--- config.mk ---
export PLATFORM = sky130hd
export DESIGN_NAME = mem_arbiter
export DESIGN_NICKNAME = d
export VERILOG_FILES = /design/src/source/mem_bus_pkg.sv /design/src/source/mem_arbiter.sv
export SDC_FILE = /design/constraint.sdc
export NUM_CORES = 1
export LEC_CHECK = 0
export BUFFER_PORTS_ARGS = -buffer_cell sky130_fd_sc_hd__buf_4
export CORE_AREA = 2 2 99 101
export CTS_BUF_LIST = sky130_fd_sc_hd__clkbuf_4
export DETAILED_ROUTE_END_ITERATION = 16
export DIE_AREA = 0 0 101 103
export PLACE_DENSITY = 0.6
export SYNTH_ARGS = -nofsm -noshare
export SYNTH_HDL_FRONTEND = slang
export SYNTH_SLANG_ARGS = --single-unit
--- constraint.sdc ---
create_clock -name clk_i -period 2.4 [get_ports clk_i]
set_input_delay 0.12 -clock clk_i [delete_from_list [all_inputs] [get_ports clk_i]]
set_output_delay 0.12 -clock clk_i [all_outputs]
set_load 0.02 [all_outputs]
--- src/source/mem_bus_pkg.sv ---
// memory bus widths shared by the whole subsystem
// memory request and response structs for the four-phase memory ports

`default_nettype none

package mem_bus_pkg;

  // word address width, every address in the subsystem is a word address
  localparam int unsigned AddrWidth = 16;
  // data word width
  localparam int unsigned DataWidth = 32;

  // requester side of a memory port
  typedef struct packed {
    logic                 req;
    logic                 we;
    logic [AddrWidth-1:0] addr;
    logic [DataWidth-1:0] wdata;
  } mem_req_t;

  // responder side, rdata only valid while ack is high
  typedef struct packed {
    logic                 ack;
    logic [DataWidth-1:0] rdata;
  } mem_rsp_t;

endpackage : mem_bus_pkg

`default_nettype wire

--- src/source/mem_arbiter.sv ---
// round-robin arbiter sharing one memory port between several requesters
// grant locked across a full four-phase transaction

`default_nettype none

module mem_arbiter #(
  parameter int unsigned NumPorts = 2
) (
  input  wire logic                                 clk_i,
  input  wire logic                                 arst_n_i,
  input  wire mem_bus_pkg::mem_req_t [NumPorts-1:0] req_i,
  output      mem_bus_pkg::mem_rsp_t [NumPorts-1:0] rsp_o,
  output      mem_bus_pkg::mem_req_t                mem_req_o,
  input  wire mem_bus_pkg::mem_rsp_t                mem_rsp_i
);

  localparam int unsigned IdxWidth = (NumPorts > 1) ? $clog2(NumPorts) : 1;

  logic                locked_q;
  logic [IdxWidth-1:0] grant_q;
  logic                release_now;
  logic                free;
  logic                pick_valid;
  logic [IdxWidth-1:0] pick_idx;
  logic [IdxWidth-1:0] sel;

  // transaction closed once both req and ack of the owner are low
  assign release_now = locked_q && !req_i[grant_q].req && !mem_rsp_i.ack;
  assign free        = !locked_q || release_now;

  // search starts after the last granted port, so it has lowest priority
  always_comb begin
    int unsigned cand;
    pick_valid = 1'b0;
    pick_idx   = grant_q;
    for (int unsigned k = 1; k <= NumPorts; k++) begin
      cand = (int'(grant_q) + k) % NumPorts;
      if (!pick_valid && req_i[cand].req) begin
        pick_valid = 1'b1;
        pick_idx   = IdxWidth'(cand);
      end
    end
  end

  assign sel = free ? pick_idx : grant_q;

  // forward the owner, a new owner already in the release cycle
  assign mem_req_o = (free && !pick_valid) ? '0 : req_i[sel];

  always_ff @(posedge clk_i or negedge arst_n_i) begin
    if (!arst_n_i) begin
      locked_q <= 1'b0;
      grant_q  <= '0;
    end else if (free) begin
      locked_q <= pick_valid;
      if (pick_valid) begin
        grant_q <= pick_idx;
      end
    end
  end

  // waiting ports see ack low and zero data
  always_comb begin
    rsp_o = '0;
    for (int unsigned i = 0; i < NumPorts; i++) begin
      if (locked_q && grant_q == IdxWidth'(i)) begin
        rsp_o[i] = mem_rsp_i;
      end
    end
  end

endmodule : mem_arbiter

`default_nettype wire

**Word-level counts from Yosys, hierarchy flattened**

Index checks and enable logic that the tools add are counted.
W data, S select, Z words.

- Add/subtract/negate cells: 2
- Multiply operators: 0
- Div/mod/pow operators: 0
- $lt $le $gt $ge: 4
- Eq/ne operators: 0
- Shift-type cells: 0
- Mux-type cells: 16
- Bitwise operators: 1
- Reduce and logical (&&, ||, !) cells: 13

Operators with widths:

| kind | number |
|---|---|
| $mux W50 | 9 |
| $mux W33 | 2 |
| $lt A1 B2 Y1 const B | 4 |
| $logic_and A1 B1 Y1 | 6 |
| $logic_not A1 Y1 | 5 |
| $mux W1 | 5 |
| $add A1 B1 Y1 const B | 2 |
| $reduce_and A2 Y1 | 1 |
| $logic_or A1 B1 Y1 | 1 |
| $not A1 Y1 | 1 |

- Register bits after elaboration: 2
- Latch bits: 0
- RAM bits: 0
- Bits in read-only memories: 0
- Input bits: 135
- Output and inout bits: 116
- Word-level logic and storage cells: 38
- Memories kept: 0

**Longest topological paths before layout**

- Depth after elaboration: 11
- Mapped depth: 7
- Depth with buffers taken out: 4

**Least setup slack after synthesis**

Ideal clock, no wire load.

- Kind: flip-flop to output port
- Start point: register grant_q
- End point: output mem_req_o[47] (netlist bit)
- Arrival time: 1.408 ns
- Setup slack: 0.872 ns
- Cell stages (with the launch flop): 8
- Path buffers: 3
- Cells stage by stage: dfrtp_1 -> buf_6 -> and2b_4 -> o21ai_4 -> buf_4 -> buf_4 -> nand4_1 -> o21ai_1

RTL lines:

| element | RTL line | source |
|---|---|---|
| start, declared | mem_arbiter.sv:20 | `logic [IdxWidth-1:0] grant_q;` |
| start signal, assigned | mem_arbiter.sv:57 | `grant_q <= pick_idx;` |
| end, declared | mem_arbiter.sv:13 | `output mem_bus_pkg::mem_req_t mem_req_o,` |

==> flow_summary.json <==
{
  "routabilityCongestion": 0.721,
  "io_buffer_count": 250,
  "clock-sinks": 2,
  "clock_skew_ns": 0.00408,
  "io_pins": 251,
  "postCtsSetupRepairBufs": 0,
  "cp-end-kind": "output pin",
  "die_w_um": 101,
  "worst-path-stages": 5,
  "firstDrtPassIters": 4,
  "setup_viol": 0,
  "start_kind": "flop",
  "worstMarginPinSlew_ns": 0.541,
  "cts_buffers": 3,
  "initial_utilization": 0.154,
  "cpMaxStageDelayCell": "and2_4",
  "fin_setup_tns_ns": 0,
  "hold_violations": 0,
  "synth.distinct_cells": 20,
  "cp.required_ns": 2.28,
  "cap_violations": 0,
  "top_layer": "met4",
  "cp_max_fo": 50,
  "p_int_mw": 0.748,
  "drt-total-wl_um": 8750,
  "wl_per_cell_um": 14.5,
  "fin_ws_ns": 0.395,
  "vias": 2775,
  "grt_pass1_vias": 2350,
  "fmax_mhz": 499,
  "grt_antenna_before_repair": 0,
  "syn2layout_area_growth_pct": 134,
  "switching_power_mw": 0.828,
  "drt-met1-wl_um": 3310,
  "max_stage_delay_ns": 0.49,
  "seqPwrFrac": 0.026,
  "synth_seq_cells": 2,
  "die_h_um": 103,
  "coreArea_sq_mm": 0.00946,
  "cts.clk_slew.worst_paths_ns": 0.03,
  "synth_top_cell_area_share": 0.210,
  "synth_seq_area_share": 0.0342,
  "drc_errors": 0,
  "grt_first_pass_wirelength_um": 12000,
  "slew_viol_final": 0,
  "comb_power_share": 0.927,
  "min_path_type": "in2async",
  "fin_crit_ns": 2.01,
  "cp_top_family": "simple AND/OR/NAND/NOR gates",
  "grt-ovfl-total": 0,
  "grt_use_total": 0.142,
  "pwr-share-clk": 0.048,
  "postSynthCellCount": 263,
  "wl_met3_um": 875,
  "placed_area_sq_mm": 0.00339,
  "ctsHtreeMaxLevel": 1,
  "rows": 36,
  "rsz0062_at_grt": "no",
  "worstSkewPairLatency_ns": 0.23,
  "antenna_cells": 0,
  "slew_headroom": 0.640,
  "syn-num-nets": 398,
  "crit_chain": "buf_4 -> a21o_1 -> and2_4 -> o21ai_1 -> buf_4",
  "crit_arrival_ns": 1.89,
  "pre_cts_slack_ns": 0.602,
  "final_area_sq_mm": 0.00342,
  "cts_resized": 0,
  "die_area_sq_mm": 0.0104,
  "synthTopCellsByArea": "nand4_1 (21%), o21ai_1 (17%), and2_1 (14%)",
  "post_route_cells_drive_above_1_share": 0.543,
  "peakVddDrop_mv": 0.197,
  "tritoncts": "yes",
  "yosys_warnings": 0,
  "post-dp-hpwl_um": 6900,
  "worstSetupPathType": "reg2out",
  "ctsRootBufferMaster": "clkbuf_4",
  "drtIter0Drc": 66,
  "drtAntennaViolNets": 0,
  "routed_via_density": 4.59,
  "p_per_area_mw_per_mm2": 460,
  "met2_length_um": 4470,
  "p_total_mw": 1.58,
  "post-route-util": 0.362,
  "cts_hold_buf": 1,
  "grt_max_degree": 100,
  "clockBufferDepth": 2,
  "r2r_cells": 3,
  "cpMostUsedCell": "buf_4",
  "synth_top_area_cell": "nand4_1",
  "power.share.switching": 0.525,
  "synth_area_per_cell_sq_um": 5.56,
  "syn-cell-area_sq_mm": 0.00146,
  "layout.nets": 627,
  "min_period_over_period": 0.835,
  "cp_num_buf_inv": 2,
  "status": "finished clean",
  "leakagePower_nw": 1.95
}
## kinds of logic after synthesis
family                 synth area share
AOI/OAI and AO/OA                 0.192
muxes                           0.00685
and+or+nand+nor                   0.647
buffers and inverters             0.120
DFF                              0.0342
## power groups by stage
stage	registers (mW)	clock network, mW	logic [mW]
floorplan	0.0397	0	0.792
global placement	0.0403	0	1.46
detailed placement	0.0406	0	1.47
CTS	0.0402	0.0795	1.47
global route	0.0409	0.0850	1.56
finish	0.0402	0.0753	1.46
## routing by layer
metal  up-vias  track usage
met5         -            0
met4         0       0.0333
met3         6       0.0441
met2       135        0.255
met1      1237        0.166
li1       1397            -
## flip-flops by register name, indices dropped and copies added (netlist names)
signal    flops
grant_q       1
locked_q      1
## layout by cell type, fill, tap and decap left out, drive strengths merged
| master | synthesis | routed |
|---|---|---|
| buf | 18 | 259 |
| o21ai | 51 | 51 |
| nand2 | 51 | 51 |
| nand4 | 49 | 49 |
| and2 | 34 | 34 |
| and3 | 33 | 33 |
| clkbuf | 18 | 3 |
| nor2 | 2 | 2 |
| dfrtp | 2 | 2 |
| and2b | 1 | 1 |
| a21o | 1 | 1 |
| nor2b | 1 | 1 |
| mux2i | 1 | 1 |
| a31oi | 1 | 1 |
| dlygate4sd3 | 0 | 1 |
## metrics by stage
stage | hold slack, ns | instances
after floorplan | -0.176 | 263
after global placement | -0.0975 | 600
after detailed placement | -0.0959 | 600
after CTS | 0.231 | 604
after global routing | 0.234 | 604
final | 0.231 | 604
## path summary, 6_finish.rpt
path	from	slack (ns)	end
max reg2reg	grant_q$_DFFE_PN0P_	0.97	grant_q$_DFFE_PN0P_
max	grant_q$_DFFE_PN0P_	0.39	mem_req_o[41]
max in group asynchronous	arst_n_i	2.08	locked_q$_DFFE_PN0P_
min	arst_n_i	0.23	grant_q$_DFFE_PN0P_
min in group clk_i	req_i[49]	0.46	grant_q$_DFFE_PN0P_
min reg2reg	grant_q$_DFFE_PN0P_	0.94	grant_q$_DFFE_PN0P_
## final cells by class
type / instances / area, sq um
Clock buffer: 3 / 22.5
Fill cell: 1020 / 6040
Multi-Input combinational cell: 225 / 1240
Sequential cell: 2 / 50.0
Tap cell: 114 / 143
Timing Repair Buffer: 260 / 1970
## synthesized netlist by cell type
| master | count |
|---|---|
| nand2_1 | 50 |
| buf_6 | 1 |
| a31oi_1 | 1 |
| buf_1 | 1 |
| dfrtp_1 | 2 |
| buf_4 | 5 |
| and2_4 | 1 |
| nor2_1 | 2 |
| o21ai_4 | 1 |
| buf_2 | 11 |
| nor2b_1 | 1 |
| mux2i_1 | 1 |
| nand2_2 | 1 |
| clkbuf_1 | 18 |
| a21o_1 | 1 |
| and2b_4 | 1 |
| o21ai_1 | 50 |
| and3_1 | 33 |
| and2_1 | 33 |
| nand4_1 | 49 |
Power figures use the tool's default switching activity.
