--- src/source/mem_bus_pkg.sv ---
// memory bus widths shared by the whole subsystem
// memory request and response structs for the four-phase memory ports

`default_nettype none

package mem_bus_pkg;

  // word address width, every address in the subsystem is a word address
  localparam int unsigned AddrWidth = 16;
  // data word width
  localparam int unsigned DataWidth = 32;

  // requester side of a memory port
  typedef struct packed {
    logic                 req;
    logic                 we;
    logic [AddrWidth-1:0] addr;
    logic [DataWidth-1:0] wdata;
  } mem_req_t;

  // responder side, rdata only valid while ack is high
  typedef struct packed {
    logic                 ack;
    logic [DataWidth-1:0] rdata;
  } mem_rsp_t;

endpackage : mem_bus_pkg

`default_nettype wire

--- src/source/dma_cfg_pkg.sv ---
// register map of the DMA frontend and its status bits
// register bus request and response structs
// burst request handed from frontend to backend

`default_nettype none

package dma_cfg_pkg;

  // four registers, so a 2-bit word index
  localparam int unsigned RegIdxWidth = 2;

  localparam logic [RegIdxWidth-1:0] RegSrc  = 2'd0;
  localparam logic [RegIdxWidth-1:0] RegDst  = 2'd1;
  // length counted in words
  localparam logic [RegIdxWidth-1:0] RegLen  = 2'd2;
  // write launches, read returns status
  localparam logic [RegIdxWidth-1:0] RegCtrl = 2'd3;

  // status bit positions in a RegCtrl read
  localparam int unsigned StatusBusyBit = 0;
  localparam int unsigned StatusDoneBit = 1;

  typedef struct packed {
    logic                                 req;
    logic                                 we;
    logic [RegIdxWidth-1:0]               addr;
    logic [mem_bus_pkg::DataWidth-1:0]    wdata;
  } cfg_req_t;

  typedef struct packed {
    logic                                 ack;
    logic [mem_bus_pkg::DataWidth-1:0]    rdata;
  } cfg_rsp_t;

  // one linear word copy, num_words read as unsigned
  typedef struct packed {
    logic [mem_bus_pkg::AddrWidth-1:0] src;
    logic [mem_bus_pkg::AddrWidth-1:0] dst;
    logic [mem_bus_pkg::AddrWidth-1:0] num_words;
  } burst_req_t;

endpackage : dma_cfg_pkg

`default_nettype wire

--- src/source/dma_frontend.sv ---
// register-programmed DMA frontend
// source, destination and length registers, launch decode
// busy and sticky done status, burst request handshake to the backend

`default_nettype none

module dma_frontend (
  input  wire logic                    clk_i,
  input  wire logic                    arst_n_i,
  input  wire dma_cfg_pkg::cfg_req_t   cfg_req_i,
  output      dma_cfg_pkg::cfg_rsp_t   cfg_rsp_o,
  output      logic                    burst_req_o,
  output      dma_cfg_pkg::burst_req_t burst_o,
  input  wire logic                    burst_ack_i,
  input  wire logic                    backend_done_i
);

  import mem_bus_pkg::*;
  import dma_cfg_pkg::*;

  // register bus handshake
  logic                 ack_q;
  logic [DataWidth-1:0] rdata_q;
  logic [DataWidth-1:0] rd_val;
  logic                 access;
  logic                 launch;
  logic                 launch_ok;

  // configuration, only the word address bits are kept
  logic [AddrWidth-1:0] src_q;
  logic [AddrWidth-1:0] dst_q;
  logic [AddrWidth-1:0] len_q;

  // status and burst channel
  logic                 busy_q;
  logic                 done_q;
  logic                 burst_req_q;
  burst_req_t           burst_q;

  // a new request is served on the edge where ack rises
  assign access = cfg_req_i.req && !ack_q;
  assign launch = access && cfg_req_i.we && (cfg_req_i.addr == RegCtrl);
  // a burst handshake still closing counts as busy too
  assign launch_ok = !busy_q && !burst_req_q && !burst_ack_i;

  // read mux, registers are zero-extended to the bus width
  always_comb begin
    rd_val = '0;
    case (cfg_req_i.addr)
      RegSrc:  rd_val = DataWidth'(src_q);
      RegDst:  rd_val = DataWidth'(dst_q);
      RegLen:  rd_val = DataWidth'(len_q);
      RegCtrl: begin
        rd_val[StatusBusyBit] = busy_q;
        rd_val[StatusDoneBit] = done_q;
      end
      default: rd_val = '0;
    endcase
  end

  always_ff @(posedge clk_i or negedge arst_n_i) begin
    if (!arst_n_i) begin
      ack_q       <= 1'b0;
      src_q       <= '0;
      dst_q       <= '0;
      len_q       <= '0;
      busy_q      <= 1'b0;
      done_q      <= 1'b0;
      burst_req_q <= 1'b0;
    end else begin
      // four-phase ack follows req one edge later in both directions
      if (access) begin
        ack_q <= 1'b1;
      end else if (!cfg_req_i.req && ack_q) begin
        ack_q <= 1'b0;
      end
      if (access && cfg_req_i.we) begin
        case (cfg_req_i.addr)
          RegSrc:  src_q <= cfg_req_i.wdata[AddrWidth-1:0];
          RegDst:  dst_q <= cfg_req_i.wdata[AddrWidth-1:0];
          RegLen:  len_q <= cfg_req_i.wdata[AddrWidth-1:0];
          default: ;
        endcase
      end
      // launch while busy is dropped, zero length finishes at once
      if (launch && launch_ok) begin
        if (len_q == '0) begin
          done_q <= 1'b1;
        end else begin
          done_q      <= 1'b0;
          busy_q      <= 1'b1;
          burst_req_q <= 1'b1;
        end
      end
      // backend has latched the burst, release the request
      if (burst_ack_i) begin
        burst_req_q <= 1'b0;
      end
      // completion pulse ends busy and sets the sticky done flag
      if (backend_done_i) begin
        busy_q <= 1'b0;
        done_q <= 1'b1;
      end
    end
  end

  // read data and burst payload, captured when they become valid
  always_ff @(posedge clk_i) begin
    if (access) begin
      rdata_q <= rd_val;
    end
    if (launch && launch_ok) begin
      burst_q.src       <= src_q;
      burst_q.dst       <= dst_q;
      burst_q.num_words <= len_q;
    end
  end

  assign cfg_rsp_o.ack   = ack_q;
  assign cfg_rsp_o.rdata = rdata_q;
  assign burst_req_o     = burst_req_q;
  assign burst_o         = burst_q;

endmodule : dma_frontend

`default_nettype wire

--- config.mk ---
export PLATFORM = sky130hd
export DESIGN_NAME = dma_frontend
export DESIGN_NICKNAME = d
export VERILOG_FILES = /design/src/source/mem_bus_pkg.sv /design/src/source/dma_cfg_pkg.sv /design/src/source/dma_frontend.sv
export SDC_FILE = /design/constraint.sdc
export NUM_CORES = 1
export LEC_CHECK = 0
export BUFFER_PORTS_ARGS = -buffer_cell sky130_fd_sc_hd__clkbuf_2
export CAP_MARGIN = 25
export CORE_ASPECT_RATIO = 1.2
export CORE_MARGIN = 2
export CORE_UTILIZATION = 24
export CTS_BUF_LIST = sky130_fd_sc_hd__clkbuf_2
export DETAILED_ROUTE_END_ITERATION = 12
export PLACE_DENSITY = 0.44
export SLEW_MARGIN = 5
export SYNTH_ARGS = -nofsm -noshare
export SYNTH_HDL_FRONTEND = slang
export SYNTH_SLANG_ARGS = --single-unit
--- constraint.sdc ---
create_clock -name clk_i -period 4.8 [get_ports clk_i]
set_clock_uncertainty 0.05 [all_clocks]
set_input_delay 0.24 -clock clk_i [delete_from_list [all_inputs] [get_ports clk_i]]
set_output_delay 0.24 -clock clk_i [all_outputs]
set_load 0.005 [all_outputs]
# [After elaboration in Yosys (flattened, before gate mapping)]
# Cells that the tools add are included.
[totals] register_bits=132 input_bits=40 elab_cells=49
[classes] n_eq_ne=5 muxes=11 reduce_logical=22
[op_table] op="case mux 14 bit (3 select lines)" count=1
[op_table] op="zero test 16 bit" count=1
[op_table] op="AND reduction 2 bit" count=5
[op_table] op="two-way mux 1 bit" count=9
[op_table] op="case mux 2 bit (4 select lines)" count=1
[op_table] op="logical AND 1 bit" count=7
[op_table] op="nonzero test 2 bit" count=3
[op_table] op="zero test 1 bit" count=5
[op_table] op="== test 2 bit (second input constant)" count=2
[op_table] op="inequality test 2 bit (second input constant)" count=2
[op_table] op="== test 2 x 1 -> 1 bit (second input constant)" count=1
[op_table] op="zero test 2 bit" count=1

# [Longest topological paths before layout]
# Gate-level depths: netlist of the first run.
[logic_depth] word_depth=7 mapped_depth=6

# [Worst setup path before layout of the first run]
# No wires, ideal clock.
[synth_path] kind="reg2reg" from="register ack_q" to="register burst_q (netlist bit burst_o[0]), enable pin" setup_time_ps=402 arrival_ps=2431 required_time_ps=4348 slack_ps=1917 stages_incl_launch_ff=6 path_buffers=0 period_less_slack_ps=2883 path_cell_list="dfrtp_1 inv_1 ha_1 and3b_2 nand2_1 inv_1"
[synth_via] elab_chain_len=5
[synth_rtl] element="start, declared" line="dma_frontend.sv:22" text="logic ack_q;"
[synth_rtl] element="start signal, assigned" line="dma_frontend.sv:63" text="ack_q <= 1'b0;"
[synth_rtl] element="start signal, assigned" line="dma_frontend.sv:73" text="ack_q <= 1'b1;"
[synth_rtl] element="start signal, assigned" line="dma_frontend.sv:75" text="ack_q <= 1'b0;"
[synth_rtl] element="zero test 1 bit" line="dma_frontend.sv:41" text="assign access = cfg_req_i.req && !ack_q;"
[synth_rtl] element="logical AND 1 bit" line="dma_frontend.sv:41"
[synth_rtl] element="net access" line="dma_frontend.sv:25" text="logic access;"
[synth_rtl] element="logical AND 1 bit (2 in a row)" line="dma_frontend.sv:42" text="assign launch = access && cfg_req_i.we && (cfg_req_i.addr == RegCtrl);"
[synth_rtl] element="logical AND 1 bit" line="dma_frontend.sv:112" text="if (launch && launch_ok) begin"
[synth_rtl] element="end, declared" line="dma_frontend.sv:38" text="burst_req_t burst_q;"
# The timed path passes the listed nets, and every way through them passes these cells.
# A chain may end at the register's enable or synchronous reset.

# [Worst setup path after layout of the first run]
[layout_path] from="register ack_q" to="register burst_q (netlist bit burst_o[22]), enable pin"
# Same word-level chain as after synthesis.

==> results by group, run 1 <==
Synth
  • Mapped Cells: about 260
  • Synth cell types: 29
  • Post-Syn Area per Cell: around 17 um^2
  • Mapped cell area: between 0.004 and 0.005 mm^2
  • Number of synthesized register bits: between 100 and 150
  • Sequential element share of the synthesized area: 0.7144
  • Yosys warns: 0

STA
  • Tmin final: around 2.8 ns
  • # setup viols final: 0
  • Slew margin rel.: 0.3108
  • RSZ-0062 raised after global routing: no
  • Setup tns final: 0 ns
  • Period utilization: 0.5765
  • Max-slew violations: 0
  • Slew @ Worst Pin: 1.029 ns
  • Final Hold Violating Endpoints: 0
  • Fmax achieved: ~360 MHz

Route
  • Remaining DRCs: 0
  • Post-DR wirelength/cell: about 17 um
  • First-pass DRT Iterations: 4
  • Drt initial violations: approximately 110
  • Vias/cell: 4.003
  • Vias: roughly 2.6k
  • Final wirelength: roughly 11000 um
  • Post-route ant nets: 0

Worst setup path
  • CP Max Fanout: 27
  • Reg2reg path depth: 6
  • Setup CP Type: flop to flop
  • Crit path launch type: flop
  • Worst r2r src: ack_q$_DFFE_PN0P_
  • Worst EP arrival: 3.06 ns
  • CP endpoint kind: flop
  • R2R Path End: burst_o[22]$_DFFE_PP_
  • Register-to-Register Setup Slack: ~2 ns
  • Critical Path RT: 5.10 ns

Floorplan
  • Die ar.: 0.01992 mm^2
  • Die Height: between 150 and 200 um
  • Chip Width: 129.2 um
  • Core area: 0.01831 mm^2
  • Ports: between 100 and 150
  • Row count: 54
  • Initial Util: 0.2464

Finish
  • Nets@finish: roughly 420
  • Area grow syn2layout: 22.21%
  • Non-Filler Instances: 645
  • Share of layout cells above drive strength 1: 0.4504
  • Antenna cells: 0

Global route
  • All-Layer GR Usage: 0.1143
  • Initial antenna violation count: 0
  • Global route overflow: 0
  • Global-route wire length before repair: between 15000 and 20000 um
  • Largest net degree at the start of global routing: 53
  • Number of global-route vias before repair: approximately 2.7k

CTS
  • TritonCTS Buffers: 17
  • Root buffer cell: clkbuf_2
  • Clock transition at path regs: between 0.15 and 0.2 ns
  • Post_cts resized: 0
  • Clk buf depth: 2
  • Clock Latency Late Sink: roughly 0.7 ns
  • Sinks on Clock Net: around 120
  • H-tree depth: 4
  • CTS tree: built

Pwr
  • PD cells: 457.0 mW/mm^2
  • Leakage: 2.314 nW
  • Maximum vdd drop: about 0.00013 V

Hold path
  • Hold crit path type: input pin to flop
  • Hold EP: src_q[14]$_DFFE_PN0P_
  • Hold depth: 4
  • HP Start: cfg_req_i[34]

Placed design
  • RD Place Congestion: just over 0.7
  • Inst Count DP: 593
  • Dpl hpwl: 6827 um
  • Port Buffers: 89

Job
  • Max Cap Viol: 0

Status
  • Status: finished, final reports clean
==> placed cells by master, fill, tap and decap left out, drive strengths merged, types with 2 or more instances in the layout <==
cell         count
clkbuf         111
edfxtp          64
dfrtp           52
mux2            49
dlygate4sd3     20
conb            16
nand2           16
mux2i           14
o21ai           14
clkinv          10
nor4             4
buf              4
inv              4
mux4             2
o22ai            2
==> final cells by class <==
class,count,area [um^2]
Sequential cell,116,3223
Clock inverter,10,42.54
Multi-Input combinational cell,128,1132
Inverter,4,15.01
Fill cell,1883,12800
Timing Repair Buffer,113,675.6
Clock buffer,22,110.1
Tap cell,252,315.3
==> kinds of logic (layout without fill, tap and decap cells) <==
kind of cell    after synthesis  after routing  synth area share
buf+inv                      30            149           0.04770
simple gates                 29             29           0.04243
mux                          65             65            0.1717
flops                       116            116            0.7144
compound gates               17             17           0.02024
fa+ha+maj                     1              1          0.002773
other cells                   1             16         0.0008311
==> report_power, final <==
group	switching, mW	internal, mW
registers	0.195	1.38
clock network	0.356	0.131
logic	0.182	0.277
==> per-layer routing <==
metal | up-vias | routed length (um) | track usage
li1 | 1180 | - | -
met4 | 0 | 212 | 0.05124
met1 | 1298 | 4892 | 0.1415
met5 | - | 0 | 0
met3 | 17 | 607 | 0.03770
met2 | 87 | 5131 | 0.1810
==> cell usage after synthesis <==
library cell / n / share of area
mux4_2: 2 / 0.010
and3b_2: 1 / 0.0022
mux2i_1: 14 / 0.031
nor2_1: 1 / 0.00083
nor4_1: 4 / 0.0055
buf_4: 18 / 0.030
mux2_2: 39 / 0.097
clkbuf_1: 2 / 0.0017
buf_2: 3 / 0.0033
inv_1: 4 / 0.0033
dfrtp_1: 52 / 0.29
a2bb2oi_1: 1 / 0.0019
nand3_4: 1 / 0.0039
nand4b_4: 1 / 0.0053
o22ai_1: 2 / 0.0028
and4_1: 1 / 0.0019
o21ai_0: 14 / 0.016
nor4bb_1: 1 / 0.0022
buf_6: 2 / 0.0050
nand2_1: 15 / 0.012
nand3b_1: 1 / 0.0017
conb_1: 1 / 0.00083
nor3_4: 1 / 0.0036
edfxtp_1: 64 / 0.43
nor2b_1: 1 / 0.0014
buf_12: 1 / 0.0044
nand2_2: 1 / 0.0014
ha_1: 1 / 0.0028
mux2_4: 10 / 0.033
==> worst max-delay path: stages, from the launching register on <==
cell and delay [ns]:
dfrtp_1 0.42, inv_1 0.06, ha_1 0.57, and3b_2 0.31, nand2_1 0.10, inv_2 0.45, buf_4 0.46
==> through the flow <==
stage               power [mW]  setup WS (ns)    util  area, um^2  hold slack (ns)
finish                   2.520          2.033  0.3011        5514          0.09595
global route             2.676          1.759  0.3011        5514          0.01763
CTS                      2.570          1.883  0.3011        5514         0.009607
detailed placement       2.063          1.898  0.2819        5161           0.3840
global placement         2.043          1.934  0.2819        5161           0.3873
floorplan                1.865          1.917       -        4568          -0.1056
==> worst max path at each step <==
stage,from,end,slack (ns),cells after the start
after global routing,ack_q$_DFFE_PN0P_,burst_o[25]$_DFFE_PP_,1.76,6
after global placement,cfg_req_i[32],burst_o[15]$_DFFE_PP_,1.93,5
after CTS,ack_q$_DFFE_PN0P_,burst_o[25]$_DFFE_PP_,1.88,6
after detailed placement,cfg_req_i[32],burst_o[15]$_DFFE_PP_,1.90,5
after floorplan,ack_q$_DFFE_PN0P_,burst_o[0]$_DFFE_PP_,1.92,5
final,ack_q$_DFFE_PN0P_,burst_o[22]$_DFFE_PP_,2.03,6
==> flip-flops by register name (all words and copies together), names as in the netlist <==
| name | flops |
|---|---|
| dst_q | 16 |
| done_q | 1 |
| rdata_q | 16 |
| src_q | 16 |
| ack_q | 1 |
| burst_o | 48 |
| burst_req_o | 1 |
| busy_q | 1 |
| len_q | 16 |
==> what timing repair did <==
item                                   4_1_cts  5_1_grt
endpoints found under the hold margin      104        0
setup endpoints to repair                    0        0
hold buffers                                20        0
buffers inserted                             0        0
(Power assumes the default switching activity.)
==> inputs of run 2 (changes only) <==
Clock period 4.8 ns to 2.7 ns, I/O delays scaled along.
==> run 2 against run 1 <==
Compared with the run above:
- worst setup slack got worse by 1.7 ns
- die area is the same
- fmax rose by 16%
- largest power group unchanged
- sequential cell count did not move
- wire length increased by 1.9%
- clock power is 120% higher
- critical endpoint is now len_q[0]$_DFFE_PN0P_
- cell count rose by 2.0%
- non-clock buffer count increased by 13
- highest routed layer unchanged
- power rose by 88%
==> results by group, run 2 (same netlist as run 1, synthesis figures left out) <==
Floorplan
  • Ports: approximately 120
  • Chip Width: approximately 130 um
  • Core area: ~0.018 mm^2
  • Die Height: 154.2 um
  • Row count: 54
  • Initial Util: 0.2464
  • Die ar.: roughly 0.02 mm^2

STA
  • Period utilization: 0.8868
  • Setup tns final: 0 ns
  • Fmax achieved: between 400 and 500 MHz
  • Max-slew violations: 0
  • # setup viols final: 0
  • RSZ-0062 raised after global routing: no
  • WHS: around 0.11 ns
  • Final Hold Violating Endpoints: 0
  • Slew @ Worst Pin: 0.7265 ns
  • Slew margin rel.: 0.5157
  • Tmin final: 2.394 ns

Hold path
  • HP Start: cfg_req_i[32]
  • Hold crit path type: input pin to flop

Worst setup path
  • Worst r2r src: ack_q$_DFFE_PN0P_
  • Worst EP arrival: 2.93 ns
  • Critical Path RT: between 3 and 4 ns
  • Crit path launch type: flop
  • CP Max Fanout: 16
  • CP endpoint kind: flop
  • Crit path launch: ack_q$_DFFE_PN0P_
  • Setup CP Type: flop to flop

Route
  • Vias: 2662
  • Remaining DRCs: 0
  • Vias/cell: about 4.0
  • First-pass DRT Iterations: 4
  • Final wirelength: around 11000 um
  • Post-DR wirelength/cell: approximately 17 um
  • Post-route ant nets: 0
  • Drt initial violations: 105

CTS
  • H-tree depth: 4
  • CTS tree: built
  • Clock Latency Late Sink: roughly 0.67 ns
  • Root buffer cell: clkbuf_2
  • Post-CTS Setup Bufs: 0
  • TritonCTS Buffers: 17
  • Clock transition at path regs: 0.18 ns
  • Clk buf depth: 2
  • Sinks on Clock Net: 116

Status
  • Status: finished, final reports clean

Pwr
  • Combinational share of power: 0.182
  • Switching Share: 0.2828
  • Maximum vdd drop: between 0.0003 and 0.0004 V
  • Cell internal pwr: ~3.4 mW
  • Sequential share of power: 0.592
  • Leakage: between 2 and 2.5 nW
  • P_sw: about 1.3 mW
  • PD cells: 831.2 mW/mm^2
  • Clk pwr share: 0.226

Global route
  • Initial antenna violation count: 0
  • Number of global-route vias before repair: approximately 2.8k
  • All-Layer GR Usage: 0.1162
  • Largest net degree at the start of global routing: between 50 and 60
  • Global-route wire length before repair: 16640 um
  • Global route overflow: 0

Finish
  • # fillers: ~1.8k
  • Antenna cells: 0
  • Area grow syn2layout: 26.54%
  • Share of layout cells above drive strength 1: 0.4532
  • Max reg flops: between 40 and 50
  • Nets@finish: about 430
  • Most frequent cells in the layout: 109 x clkbuf_2, 64 x edfxtp_1, 52 x dfrtp_1
  • Commonest non-fill, non-tap cell in the layout: clkbuf_2
  • Final instance area: 0.005709 mm^2

Job
  • Max Cap Viol: 0

Placed design
  • RD Place Congestion: approximately 0.72
  • Port Buffers: 89
  • Dpl hpwl: just over 7000 um
  • Placement Cell Area: 0.005215 mm^2
[run 2: layout make-up]
| cell class | count | area [um^2] | area share |
|---|---|---|---|
| Sequential cell | 116 | 3223 | 0.5645 |
| Multi-Input combinational cell | 128 | 1132 | 0.1983 |
| Timing Repair Buffer | 126 | 805.8 | 0.1411 |
| Tap cell | 252 | 315.3 | 0.05523 |
| Clock inverter | 12 | 113.9 | 0.01994 |
| Clock buffer | 20 | 100.1 | 0.01753 |
| Inverter | 4 | 18.77 | 0.003287 |
[run 2: worst max-delay path, stage by stage (launching register included)]
cell           delay (ns)
dfrtp_1              0.42
inv_1                0.06
ha_1                 0.33
buf_4                0.24
nand3_4              0.29
mux2_2               0.37
dlygate4sd3_1        0.56
[run 2: final timing paths]
path                                          to  cells past startpoint  slack (ns)
max                         len_q[0]$_DFFE_PN0P_                      6        0.31
min                         rdata_q[4]$_DFFE_PN_                      3        0.11
max reg2reg                 len_q[0]$_DFFE_PN0P_                      6        0.31
min reg2reg                burst_o[35]$_DFFE_PP_                      0        0.44
max in group asynchronous   src_q[7]$_DFFE_PN0P_                      4        1.50
min in group asynchronous     done_q$_DFFE_PN0P_                      4        0.59
[run 2: timing repair]
| item | in CTS | in global routing |
|---|---|---|
| hold buffers | 28 | 0 |
| gates resized for setup | 0 | 0 |
| hold endpoints to repair | 122 | 0 |
[run 2: metrics by stage]
stage               utilization  power [mW]  std cells  setup slack [ns]
floorplan                     -       3.316        274            0.2387
global placement         0.2848       3.648        598            0.6089
detailed placement       0.2848       3.683        598            0.5689
CTS                      0.3118       4.847        658            0.2413
global route             0.3118       5.048        658            0.1305
finish                   0.3118       4.745        658            0.3058
[run 2: power by group through the flow]
stage	logic (mW)	registers (mW)	clock network, mW
after floorplan	0.595	2.72	0
after global placement	0.798	2.85	0
after detailed placement	0.829	2.85	0
after CTS	0.886	2.82	1.14
after global routing	0.957	2.88	1.21
final	0.863	2.81	1.07
[run 2: per-layer routing]
metal | global-route usage | wire [um] | up-vias
li1 | - | - | 1205
met1 | 0.1403 | 4783 | 1342
met2 | 0.1950 | 5534 | 100
met3 | 0.03701 | 586 | 15
met4 | 0.03934 | 150 | 0
met5 | 0 | 0 | -
==> inputs of run 3 (changes only) <==
Settings changed: CORE_ASPECT_RATIO 1.2 to not set.
==> run 3 against run 2 <==
Compared with the run above:
- power fell by 5.0%
- fmax is 2.4% lower
- combinational power about the same
- register-to-register slack worse by 0.06 ns
- clock power decreased by 21%
- critical endpoint is now burst_o[31]$_DFFE_PP_
==> results by group, run 3 (same netlist as run 1, synthesis figures left out) <==
Global route
  • Global-route wire length before repair: roughly 16000 um
  • All-Layer GR Usage: 0.1132
  • Largest net degree at the start of global routing: 53
  • Initial antenna violation count: 0
  • Number of global-route vias before repair: approximately 2.8k
  • Global route overflow: 0

Route
  • Post-route ant nets: 0
  • Post-DR wirelength/cell: 16.58 um
  • Remaining DRCs: 0
  • Final wirelength: about 11000 um
  • Vias: between 2k and 3k
  • WL met3: between 500 and 600 um
  • Highest metal used: met4
  • Drt initial violations: between 100 and 150
  • First-pass DRT Iterations: 4
  • Met1 WL: between 4000 and 5000 um
  • Vias/cell: roughly 4
  • Wire length on met2: 4860 um

Worst setup path
  • Crit path launch type: flop
  • CP Max Fanout: 38
  • Slowest cell delay on critical path: around 0.61 ns
  • Crit path launch: busy_q$_DFFE_PN0P_
  • Crit path depth: 5
  • CP Capture Point: burst_o[31]$_DFFE_PP_
  • CP bufs+invs: 3
  • Critical path cell sequence: nor4bb_1 > dlygate4sd3_1 > nand2_1 > clkinvlp_4 > buf_12
  • Reg2reg path depth: 5
  • Worst EP arrival: 2.78 ns
  • Critical Path RT: about 3.0 ns
  • Register-to-Register Setup Slack: between 0.2 and 0.25 ns
  • Worst path top cell family by delay: buffers and inverters
  • CP max stage cell: dlygate4sd3_1
  • Setup CP Type: flop to flop
  • Worst r2r src: busy_q$_DFFE_PN0P_
  • R2R Path End: burst_o[31]$_DFFE_PP_
  • CP endpoint kind: flop

CTS
  • Post-CTS Hold Fix Bufs: 29
  • TritonCTS Buffers: 17
  • Clock Latency Late Sink: roughly 0.70 ns
  • Post-CTS Setup Bufs: 0
  • Sinks on Clock Net: around 120
  • Clk buf depth: 2
  • Clock transition at path regs: 0.19 ns
  • CTS tree: built
  • Root buffer cell: clkbuf_2
  • H-tree depth: 4
  • Post_cts resized: 0

STA
  • Final Hold Violating Endpoints: 0
  • Setup tns final: 0 ns
  • Fmax achieved: 407.9 MHz
  • Slew margin rel.: 0.4403
  • # setup viols final: 0
  • RSZ-0062 raised after global routing: no
  • Slew @ Worst Pin: 0.8358 ns
  • Period utilization: 0.9081
  • Tmin final: between 2 and 2.5 ns
  • Max-slew violations: 0

Finish
  • Antenna cells: 0
  • Max reg flops: 48
  • Share of layout cells above drive strength 1: 0.4395
  • Commonest non-fill, non-tap cell in the layout: clkbuf_2
  • Area grow syn2layout: 24.51%
  • # fillers: ~1.9k
  • Finished Core Util: 0.3024
  • Most frequent cells in the layout: 110 x clkbuf_2, 64 x edfxtp_1, 52 x dfrtp_1
  • Nets@finish: 433

Pwr
  • Leakage: between 2 and 2.5 nW
  • PD cells: 802.5 mW/mm^2
  • Maximum vdd drop: 0.0002260 V

Hold path
  • Hold crit path type: input pin to async pin

Floorplan
  • Row count: 50
  • Chip Width: ~140 um
  • Core area: about 0.019 mm^2
  • Die Height: roughly 140 um
  • Ports: approximately 120
  • Die ar.: 0.01991 mm^2
  • Initial Util: 0.2428

Placed design
  • Port Buffers: between 80 and 90
  • Dpl hpwl: 6951 um
  • RD Place Congestion: ~0.70

Status
  • Status: finished, final reports clean

Job
  • Max Cap Viol: 0
## run 3: worst reg2reg max path: stages (launching register included)
cell	delay [ns]
dfrtp_1	0.43
nor4bb_1	0.39
dlygate4sd3_1	0.61
nand2_1	0.11
clkinvlp_4	0.25
buf_12	0.26
## run 3: cell type report
| type | instances | area, um^2 | area share |
|---|---|---|---|
| sequential | 116 | 3223 | 0.5737 |
| multi-input combinational | 128 | 1132 | 0.2016 |
| timing repair buffer | 125 | 800.8 | 0.1425 |
| tap | 234 | 292.8 | 0.05212 |
| clock buffer | 21 | 105.1 | 0.01871 |
| clock inverter | 11 | 45.04 | 0.008018 |
| inverter | 4 | 18.77 | 0.003341 |
## run 3: per-layer routing
metal  vias to the layer above  global-route usage
met3                        18             0.04280
met4                         0             0.04105
met1                      1288              0.1461
met5                         -                   0
met2                        88              0.1740
li1                       1196                   -
## run 3: worst min path at each step
stage | start | end | slack [ns] | depth (start not counted)
final | arst_n_i | len_q[15]$_DFFE_PN0P_ | 0.05 | 3
after global routing | arst_n_i | len_q[15]$_DFFE_PN0P_ | 0.07 | 3
after CTS | arst_n_i | len_q[6]$_DFFE_PN0P_ | 0.02 | 3
after detailed placement | arst_n_i | src_q[13]$_DFFE_PN0P_ | 0.28 | 2
after global placement | arst_n_i | src_q[13]$_DFFE_PN0P_ | 0.27 | 2
after floorplan | arst_n_i | ack_q$_DFFE_PN0P_ | -0.21 | 0
## run 3: stage by stage
stage / cells / setup slack, ns / power (mW) / instance area [um^2] / hold slack, ns
CTS: 639 / 0.2415 / 4.580 / 5618 / 0.01580
floorplan: 274 / 0.2387 / 3.316 / 4572 / -0.2106
global placement: 578 / 0.6476 / 3.636 / 5177 / 0.2746
detailed placement: 578 / 0.6312 / 3.667 / 5177 / 0.2783
global route: 639 / 0.1388 / 4.802 / 5618 / 0.06613
finish: 639 / 0.2481 / 4.509 / 5618 / 0.05261
## run 3: report_power, final
group          total, mW  internal (mW)  leakage, nW  switching, mW
logic              0.860          0.532         1.03          0.328
registers           2.81           2.45         1.22          0.353
clock network      0.844          0.225        0.111          0.619
total               4.51           3.21         2.36           1.30
